## src/include/mapper_settings.svh

```systemverilog
// ####################
// Mapper settings
// Bus widths, iNES mapper numbers, NINA-001 register addresses
// ####################

`ifndef MAPPER_SETTINGS_SVH
`define MAPPER_SETTINGS_SVH

`define MAPPER_CPU_ADDR_W 16 // CPU bus
`define MAPPER_PPU_ADDR_W 14 // PPU bus
`define MAPPER_MEM_ADDR_W 22 // External memory
`define MAPPER_DATA_W 8
`define MAPPER_PRG_BANK_W 6 // 32 KB PRG banks
`define MAPPER_CHR_BANK_W 4 // 4 KB or 8 KB CHR banks

`define MAPPER_NUM_NROM 8'd0
`define MAPPER_NUM_CPROM 8'd13
`define MAPPER_NUM_BXROM 8'd34 // Also NINA-001 when CHR size is set
`define MAPPER_NUM_GXROM 8'd66
`define MAPPER_NUM_CAMERICA 8'd71

`define MAPPER_NINA_PRG_REG 16'h7FFD
`define MAPPER_NINA_CHR_LO_REG 16'h7FFE
`define MAPPER_NINA_CHR_HI_REG 16'h7FFF

`endif

```

## src/verilog/mapper_pkg.sv

```systemverilog
// ####################
// Mapper package
// Address, bank and data types and the mapper kind
// ####################

`default_nettype none

`include "mapper_settings.svh"

package mapper_pkg;

	typedef logic [`MAPPER_CPU_ADDR_W-1:0] cpu_addr_t; // CPU address
	typedef logic [`MAPPER_PPU_ADDR_W-1:0] ppu_addr_t; // PPU address
	typedef logic [`MAPPER_MEM_ADDR_W-1:0] mem_addr_t; // External memory address
	typedef logic [`MAPPER_DATA_W-1:0] data_t; // Bus byte

	typedef logic [7:0] mapper_id_t; // iNES mapper number
	typedef logic [2:0] chr_size_t; // Zero means 8 KB CHR or less

	typedef logic [`MAPPER_PRG_BANK_W-1:0] prg_bank_t;
	typedef logic [`MAPPER_CHR_BANK_W-1:0] chr_bank_t;

	// Supported discrete boards with NROM as the fallback
	typedef enum logic [2:0] {
		kind_nrom,
		kind_cprom,
		kind_bxrom,
		kind_nina,
		kind_gxrom,
		kind_camerica
	} mapper_kind_t;

endpackage

`default_nettype wire

```

## src/verilog/chr_address_map.sv

```systemverilog
// ####################
// CHR address map
// PPU address to memory address, VRAM select and mirroring A10
// ####################

`default_nettype none

module chr_address_map (
	input mapper_pkg::mapper_kind_t kind,
	input mapper_pkg::chr_bank_t chr_bank_lo,
	input mapper_pkg::chr_bank_t chr_bank_hi,
	input logic ciram_select,
	input mapper_pkg::ppu_addr_t chr_ain,
	input logic vertical_mirroring,
	input logic chr_ram, // Cart has CHR RAM
	output mapper_pkg::mem_addr_t chr_aout,
	output logic chr_allow,
	output logic vram_ce, // Nametable access to internal VRAM
	output logic vram_a10
);

	import mapper_pkg::*;

	chr_bank_t half_bank; // 4 KB bank for the addressed half

	assign half_bank = chr_ain[12] ? chr_bank_hi : chr_bank_lo;

	always_comb begin
		case (kind)
			kind_cprom: begin
				// Lower 4 KB fixed at bank 0
				chr_aout = {8'b01000000, chr_ain[12] ? chr_bank_lo[1:0] : 2'b00, chr_ain[11:0]};
			end
			kind_gxrom: begin
				chr_aout = {2'b10, 3'b000, chr_bank_lo, chr_ain[12:0]}; // 8 KB banks
			end
			kind_bxrom, kind_nina: begin
				chr_aout = {6'b100000, half_bank, chr_ain[11:0]};
			end
			default: begin
				chr_aout = {9'b100000000, chr_ain[12:0]}; // Unbanked NROM and Camerica
			end
		endcase
	end

	assign chr_allow = chr_ram; // Writes only reach RAM
	assign vram_ce = chr_ain[13];

	always_comb begin
		if (vertical_mirroring) begin
			vram_a10 = chr_ain[10];
		end else if (kind == kind_camerica) begin
			vram_a10 = ciram_select; // Software one-screen select
		end else begin
			vram_a10 = chr_ain[11]; // Horizontal
		end
	end

endmodule

`default_nettype wire

```

## src/verilog/mapper_core.sv

```systemverilog
// ####################
// Discrete mapper core
// Bank registers feeding the PRG and CHR address maps
// ####################

`default_nettype none

module mapper_core (
	input logic clk,
	input logic reset,
	input logic ce, // CPU cycle strobe
	input mapper_pkg::mapper_id_t mapper_id, // Cart flags stay stable from reset on
	input logic vertical_mirroring,
	input logic chr_ram,
	input mapper_pkg::chr_size_t chr_size,
	input mapper_pkg::cpu_addr_t prg_ain,
	input logic prg_write,
	input mapper_pkg::data_t prg_din,
	input mapper_pkg::ppu_addr_t chr_ain,
	output mapper_pkg::mem_addr_t prg_aout,
	output logic prg_allow,
	output mapper_pkg::mem_addr_t chr_aout,
	output logic chr_allow,
	output logic vram_ce,
	output logic vram_a10
);

	import mapper_pkg::*;

	mapper_kind_t kind;
	prg_bank_t prg_bank;
	chr_bank_t chr_bank_lo;
	chr_bank_t chr_bank_hi;
	logic ciram_select;

	mapper_registers u_registers (
		.clk(clk),
		.reset(reset),
		.ce(ce),
		.mapper_id(mapper_id),
		.chr_size(chr_size),
		.prg_ain(prg_ain),
		.prg_write(prg_write),
		.prg_din(prg_din),
		.kind(kind),
		.prg_bank(prg_bank),
		.chr_bank_lo(chr_bank_lo),
		.chr_bank_hi(chr_bank_hi),
		.ciram_select(ciram_select)
	);

	// Same-cycle address path
	prg_address_map u_prg_map (
		.kind(kind),
		.prg_bank(prg_bank),
		.prg_ain(prg_ain),
		.prg_write(prg_write),
		.prg_aout(prg_aout),
		.prg_allow(prg_allow)
	);

	chr_address_map u_chr_map (
		.kind(kind),
		.chr_bank_lo(chr_bank_lo),
		.chr_bank_hi(chr_bank_hi),
		.ciram_select(ciram_select),
		.chr_ain(chr_ain),
		.vertical_mirroring(vertical_mirroring),
		.chr_ram(chr_ram),
		.chr_aout(chr_aout),
		.chr_allow(chr_allow),
		.vram_ce(vram_ce),
		.vram_a10(vram_a10)
	);

endmodule

`default_nettype wire

```

## src/verilog/mapper_registers.sv

```systemverilog
// ####################
// Mapper register block
// Latches the mapper kind in reset, decodes CPU writes to banks
// ####################

`default_nettype none

`include "mapper_settings.svh"

module mapper_registers (
	input logic clk,
	input logic reset,
	input logic ce, // CPU cycle strobe
	input mapper_pkg::mapper_id_t mapper_id,
	input mapper_pkg::chr_size_t chr_size,
	input mapper_pkg::cpu_addr_t prg_ain,
	input logic prg_write,
	input mapper_pkg::data_t prg_din,
	output mapper_pkg::mapper_kind_t kind,
	output mapper_pkg::prg_bank_t prg_bank,
	output mapper_pkg::chr_bank_t chr_bank_lo, // 8 KB bank or NINA 0000-0FFF bank
	output mapper_pkg::chr_bank_t chr_bank_hi, // 1000-1FFF on BxROM/NINA
	output logic ciram_select // Camerica one-screen page
);

	import mapper_pkg::*;

	logic cpu_write;
	logic rom_space; // 8000-FFFF

	// Board from the iNES number
	function automatic mapper_kind_t decode_kind(input mapper_id_t id, input chr_size_t size);
		mapper_kind_t k;
		case (id)
			`MAPPER_NUM_NROM: k = kind_nrom;
			`MAPPER_NUM_CPROM: k = kind_cprom;
			`MAPPER_NUM_BXROM: k = (size == '0) ? kind_bxrom : kind_nina; // NINA has CHR ROM
			`MAPPER_NUM_GXROM: k = kind_gxrom;
			`MAPPER_NUM_CAMERICA: k = kind_camerica;
			default: k = kind_nrom; // Unknown boards fall back to NROM
		endcase
		return k;
	endfunction

	assign cpu_write = ce && prg_write; // One write per CPU cycle
	assign rom_space = prg_ain[15];

	always_ff @(posedge clk) begin
		if (reset) begin
			kind <= decode_kind(mapper_id, chr_size); // Fixed until next reset
			prg_bank <= '0;
			chr_bank_lo <= '0;
			chr_bank_hi <= 4'd1; // BxROM sees CHR as one linear 8 KB
			ciram_select <= 1'b0;
		end else if (cpu_write) begin
			case (kind)
				kind_cprom: begin
					if (rom_space) begin
						chr_bank_lo <= {2'b00, prg_din[1:0]}; // Upper 4 KB only
					end
				end
				kind_gxrom: begin
					if (rom_space) begin
						prg_bank <= {4'b0000, prg_din[5:4]};
						chr_bank_lo <= {2'b00, prg_din[1:0]};
					end
				end
				kind_bxrom: begin
					if (rom_space) begin
						prg_bank <= prg_din[5:0]; // Real boards decode only two bits
					end
				end
				kind_nina: begin
					// Registers sit on top of the PRG RAM window
					if (prg_ain == `MAPPER_NINA_PRG_REG) begin
						prg_bank <= prg_din[5:0];
					end else if (prg_ain == `MAPPER_NINA_CHR_LO_REG) begin
						chr_bank_lo <= prg_din[3:0];
					end else if (prg_ain == `MAPPER_NINA_CHR_HI_REG) begin
						chr_bank_hi <= prg_din[3:0];
					end
				end
				kind_camerica: begin
					if (prg_ain[15:13] == 3'b100) begin
						ciram_select <= prg_din[4]; // Fire Hawk mirroring at 8000-9FFF
					end
					if (prg_ain[15:14] == 2'b11) begin
						prg_bank[3:0] <= prg_din[3:0]; // C000-FFFF bank select
					end
				end
				default: begin
					// NROM has no registers
				end
			endcase
		end
	end

endmodule

`default_nettype wire

```

## src/verilog/prg_address_map.sv

```systemverilog
// ####################
// PRG address map
// CPU address to memory address, NINA RAM window, access permission
// ####################

`default_nettype none

module prg_address_map (
	input mapper_pkg::mapper_kind_t kind,
	input mapper_pkg::prg_bank_t prg_bank,
	input mapper_pkg::cpu_addr_t prg_ain,
	input logic prg_write,
	output mapper_pkg::mem_addr_t prg_aout,
	output logic prg_allow // Memory may serve this access
);

	import mapper_pkg::*;

	logic nina_window; // 6000-7FFF on NINA-001
	mem_addr_t rom_addr;
	mem_addr_t ram_addr;

	assign nina_window = (kind == kind_nina) && (prg_ain[15:13] == 3'b011);
	assign ram_addr = {9'b111100000, prg_ain[12:0]}; // 8 KB PRG RAM area

	always_comb begin
		case (kind)
			kind_bxrom, kind_nina: begin
				rom_addr = {1'b0, prg_bank, prg_ain[14:0]}; // 32 KB banks
			end
			kind_gxrom: begin
				rom_addr = {5'b00000, prg_bank[1:0], prg_ain[14:0]};
			end
			kind_camerica: begin
				// 16 KB banks with the upper half on the last bank
				rom_addr = {4'b0000, prg_ain[14] ? 4'hF : prg_bank[3:0], prg_ain[13:0]};
			end
			default: begin
				rom_addr = {7'b0000000, prg_ain[14:0]}; // NROM and CPROM
			end
		endcase
	end

	assign prg_aout = nina_window ? ram_addr : rom_addr;
	assign prg_allow = (prg_ain[15] && !prg_write) || nina_window; // ROM read-only

endmodule

`default_nettype wire
```

## config.mk

```make
export PLATFORM = sky130hd
export DESIGN_NAME = mapper_core
export DESIGN_NICKNAME = d
export VERILOG_FILES = /design/src/verilog/mapper_pkg.sv /design/src/verilog/chr_address_map.sv /design/src/verilog/mapper_core.sv /design/src/verilog/mapper_registers.sv /design/src/verilog/prg_address_map.sv
export VERILOG_INCLUDE_DIRS = /design/src /design/src/include
export SDC_FILE = /design/constraint.sdc
export NUM_CORES = 1
export LEC_CHECK = 0
export BUFFER_PORTS_ARGS = -buffer_cell sky130_fd_sc_hd__buf_2
export CAP_MARGIN = 20
export CORE_ASPECT_RATIO = 2
export CORE_MARGIN = 8
export CORE_UTILIZATION = 46
export CTS_BUF_LIST = sky130_fd_sc_hd__clkbuf_16
export DETAILED_ROUTE_END_ITERATION = 12
export PLACE_DENSITY = 0.86
export REMOVE_ABC_BUFFERS = 1
export SYNTH_ARGS = -nofsm -noshare
export SYNTH_HDL_FRONTEND = slang
export SYNTH_SLANG_ARGS = --single-unit
```

## constraint.sdc

```tcl
create_clock -name clk -period 2.7 [get_ports clk]
set_clock_uncertainty 0.2 [all_clocks]
set_input_delay 0.405 -clock clk [delete_from_list [all_inputs] [get_ports clk]]
set_output_delay 0.405 -clock clk [all_outputs]
set_load 0.005 [all_outputs]
```

Yosys cells after proc, flatten, opt, wreduce, memory -nomap -nowiden
Index checks and enable logic that the tools add are counted.
{"block": "op_classes", "reduce_logical": 16, "n_bitwise": 2, "n_eq_ne": 22, "mux": 20}
{"cell": "case mux 22 bit (3 select lines)", "n": 1}
{"cell": "case mux 21 bit (3 select lines)", "n": 1}
{"cell": "equality test 16 x 15 -> 1 bit (second input constant)", "n": 3}
{"cell": "2-to-1 mux 4 bit", "n": 6}
{"cell": "2-to-1 mux 22 bit", "n": 1}
{"cell": "2-to-1 mux 6 bit", "n": 3}
{"cell": "equality test 8 x 7 -> 1 bit (second input constant)", "n": 2}
{"cell": "case mux 4 bit (4 select lines)", "n": 1}
{"cell": "AND reduction 5 bit", "n": 3}
{"cell": "inequality test 2 bit (second input constant)", "n": 6}
{"cell": "case mux 3 bit (4 select lines)", "n": 1}
{"cell": "equality test 3 x 2 -> 1 bit (second input constant)", "n": 3}
{"cell": "equality test 3 bit (second input constant)", "n": 3}
{"cell": "equality test 8 x 4 -> 1 bit (second input constant)", "n": 1}
{"cell": "equality test 8 x 6 -> 1 bit (second input constant)", "n": 1}
{"cell": "case mux 4 bit (2 select lines)", "n": 1}
{"cell": "case mux 2 bit (3 select lines)", "n": 1}
{"cell": "AND reduction 6 bit", "n": 1}
{"cell": "nonzero test 4 bit", "n": 1}
{"cell": "OR reduction 2 bit", "n": 2}
{"cell": "equality test 3 x 1 -> 1 bit (second input constant)", "n": 1}
{"cell": "logical AND 1 bit", "n": 3}
{"cell": "logical NOT 3 bit", "n": 1}
{"cell": "2-to-1 mux 1 bit", "n": 3}
{"cell": "other kinds (9)", "n": 10}
{"block": "word_totals", "out_inout_bits": 48, "register_bits": 18, "in_bits": 55}

Longest topological paths before layout
{"block": "depth", "word_depth": 4, "depth_mapped": 7}

By module
A second synthesis with hierarchy kept.
{"block": "unflattened", "hier_cells": 202, "hier_area_um2": 1651.6}
{"mod": "mapper_registers", "cells_each": 113, "n_inst": 1, "area_per_inst_um2": 1043.5, "seq_area_each_um2": 390.4}
{"mod": "chr_address_map", "cells_each": 45, "n_inst": 1, "area_per_inst_um2": 309.0, "seq_area_each_um2": 0.0}
{"mod": "prg_address_map", "cells_each": 44, "n_inst": 1, "area_per_inst_um2": 299.0, "seq_area_each_um2": 0.0}

Least setup slack after synthesis
No wires, ideal clock.
{"block": "synth_timing", "path_kind": "register -> output", "startpoint": "reg u_registers.kind[2]", "endpoint": "out chr_aout[13]", "slack_ns": 0.754, "path_stages_with_launch": 8, "n_path_buf": 1, "arrival_ns": 1.341, "cell_sequence": "edfxtp_1 > buf_4 > nand2b_1 > or2_2 > inv_1 > nand2_1 > o21ai_0 > a221o_1"}
{"block": "synth_between", "elab_chain_len": 3}
{"item": "start: declaration", "line_no": "mapper_registers.sv:19", "text": "output mapper_pkg::mapper_kind_t kind,"}
{"item": "start signal: assignment", "line_no": "mapper_registers.sv:50", "text": "kind <= decode_kind(mapper_id, chr_size);"}
{"item": "equality test 3 x 2 -> 1 bit", "line_no": "chr_address_map.sv:29", "text": "case (kind)"}
{"item": "OR reduction 2 bit", "line_no": "chr_address_map.sv:29"}
{"item": "case mux 22 bit (3 select lines) *", "line_no": "chr_address_map.sv:29"}
{"item": "end: declaration", "line_no": "mapper_core.sv:22", "text": "output mapper_pkg::mem_addr_t chr_aout,"}
Every way passes the cells marked *; elsewhere a longest branch is shown, timed or not.

Worst setup path in the final report
{"block": "layout_timing", "startpoint": "reg u_registers.kind[1]", "endpoint": "out chr_aout[13]"}
Same word-level chain as after synthesis.

==> reports/qor.yml <==
grt_setup_unrepaired: "false"
drcViolationCount: 0
min_period_ns: 2.455
postCtsResizedCells: 0
synth_ff_type: "dfxtp_1"
met3_length_um: 558
worstPathArrival_ns: 1.85
met2_length_mm: 2.660
antenna_found_initial: 0
synth-simple-area-share_pct: 29.14
cts_made_buffers: 3
io_pins: 103
htreeDepth: 1
maxSlewHeadroom_pct: 53.21
slew_viol_final: 0
grt_max_degree: 16
fin_crit_sh_pct: 90.91
cts_tree: "done"
cts_hold_buf: 0
grt_first_pass_wirelength_mm: 7.859
nets: 298
p_leak_nw: 0.8542
die-height_um: 99.67
crit_slowest_cell: "edfxtp_1"
core-area_um2: 3378
finalHoldViolations: 0
clkTransAtPathRegs_ns: 0.05
grtUsageTotal_pct: 16.99
reg2regPathDepth: 4
start_util_pct: 47.67
grt_overflow: 0
max_freq_ghz: 0.4074
dp.cells: 270
critPathLaunch: "u_registers.kind[1]$_DFFE_PP_"
r2r_start: "u_registers.kind[1]$_DFFE_PP_"
outcome: "complete, no violations"
fin_tns_setup_ns: 0
synth_seq_area_share_pct: 24.24
required_ns: 2.10
min_to: "u_registers.ciram_select$_SDFFE_PP0P_"
ant_nets: 0
end_kind: "output port"
ir_worst_vdd_mv: 0.3169
async_reset_ff_share_pct: 0
r2r_slack_ns: 0.47
drt_iter0_markers: 26
power-per-cell-area_nw_per_um2: 404.8
syn_to_final_growth_pct: 13.36
synth_cell_types: 51
dp_hpwl_mm: 4.003
cp_max_fo: 15
clk_latency_ns: 0.25
viasPerCell: 6.026
layout-drive-gt1-share_pct: 34.30
synthAdderAreaFrac_pct: 0
die_x_um: 57.84
gp_congestion: 0.8474
path_class: "reg -> out"
cp-start-kind: "flip-flop"
crit_chain: "and2b_1 -> and3_1 -> a221o_1 -> buf_2"
yosysWarningCount: 0
fp.dieArea_um2: 5764
synthMuxAreaShare_pct: 6.216
fillers: 347
stdcell_count: 274
top_layer_used: "met4"
root_buffer: "clkbuf_16"
synthXorXnorAreaFrac_pct: 1.088
rows: 30
synth-compound-area-share_pct: 20.98
met1_length_mm: 1.592
syn_inst: 202
layout_commonest_cell: "buf_2"
synth-seq-cells: 18
syn_area_per_cell_um2: 7.972
multi_input_area_um2: 935.9
wl_mm: 4.875
ff_latch_area_um2: 390.4
routed-via-count: 1651
cts_sinks: 18
whs_path_depth: 3
dr.pass1.iters: 4
routedWlPerCell_um: 17.79
synth_top_family_by_area: "simple AND/OR/NAND/NOR gates"
cts_setup_buffers: 0
r2r_end: "u_registers.prg_bank[3]$_SDFFE_PP0P_"
port_buffers: 73
first_global_vias: 1741
syn-cell-area_um2: 1610
worst_pin_slew_ns: 0.6954
maxCapViolations: 0
clockBufferDepth: 2
min-delay-start: "prg_din[4]"
hold_class: "in -> reg"
max_stage_delay_ns: 0.56
diodes: 0
synth_edf_count: 3
setup_viol: 0
layout_common_cells: "buf_2 (73), nand3_1 (16), nand2_1 (15), o21ai_0 (15), dfxtp_1 (15)"
[cell usage after synthesis (3+ instances only)]
cell / count / area, um2
nand2_1: 15 / 56.30
nand4_1: 5 / 31.28
and3_1: 5 / 31.28
nor2_1: 9 / 33.78
a21o_1: 5 / 37.54
dfxtp_1: 15 / 300.3
mux2i_1: 10 / 100.1
nand3_1: 16 / 80.08
buf_4: 32 / 240.2
and3b_1: 3 / 26.28
edfxtp_1: 3 / 90.09
a21oi_1: 11 / 55.05
o21ai_0: 15 / 75.07
clkbuf_1: 4 / 15.01
inv_1: 4 / 15.01
[worst max path at each step]
stage | end | slack, ns
2_1_floorplan | chr_aout[13] | 0.76
3_3_place_gp | chr_aout[13] | 0.55
3_5_place_dp | u_registers.prg_bank[0]$_SDFFE_PP0P_ | 0.51
4_1_cts | prg_aout[19] | 0.25
5_1_grt | prg_aout[18] | 0.12
6_report | chr_aout[13] | 0.25
[power by group]
group	internal [W]	switching, W	total (W)
registers	0.000278	0.00000865	0.000286
logic	0.0000669	0.0000822	0.000149
clock network	0.000197	0.000106	0.000304
total	0.000542	0.000197	0.000739
[final cells by class]
type                    instances  share of cell area [%]
inverters                       4                  0.8225
flip-flops and latches         18                   21.38
repair buffers                 73                   20.01
well taps                      32                   2.193
multi-input cells             143                   51.27
clock inverters                 1                  0.2056
clock buffers                   3                   4.112
[routing by layer]
layer	GRT usage [%]	vias to the layer above
met2	31.66	88
met4	6.464	0
met1	14.51	765
met5	0	-
li1	-	792
met3	8.668	6
[worst max-delay path: cells and delay by family (launching register included)]
family / cells / cell delay [ns]
flip-flops: 1 / 0.56
AND/OR/NAND/NOR: 2 / 0.67
buffers and inverters: 1 / 0.13
AO/OA/AOI/OAI: 1 / 0.25
[metrics by stage]
| stage | setup WS, ns | util, % | cell area [um2] | total power (W) | hold WS [ns] |
|---|---|---|---|---|---|
| after CTS | 0.2538 | 54.04 | 1826 | 0.0007390 | 0.2311 |
| after detailed placement | 0.5148 | 51.70 | 1747 | 0.0004397 | 0.2679 |
| after global routing | 0.1192 | 54.04 | 1826 | 0.0007652 | 0.2434 |
| after floorplan | 0.7620 | - | 1341 | 0.0003561 | 0.2353 |
| after global placement | 0.5496 | 51.70 | 1747 | 0.0004359 | 0.2583 |
| final | 0.2455 | 54.04 | 1826 | 0.0007389 | 0.2341 |
[cell families (layout without fill, tap and decap cells)]
kind of cell | Yosys count | in the layout
buffers and inverters | 43 | 81
AO/OA/AOI/OAI | 50 | 50
XOR/XNOR | 2 | 2
other | 1 | 3
multiplexers | 10 | 10
AND/OR/NAND/NOR | 78 | 78
flip-flops | 18 | 18
[state kept, by name, summed over array words and instances, names as in the netlist]
| name | cells |
|---|---|
| u_registers.chr_bank_lo | 4 |
| u_registers.prg_bank | 6 |
| u_registers.kind | 3 |
| u_registers.chr_bank_hi | 4 |
| u_registers.ciram_select | 1 |
Note: power is estimated with default switching activity, not from simulation.
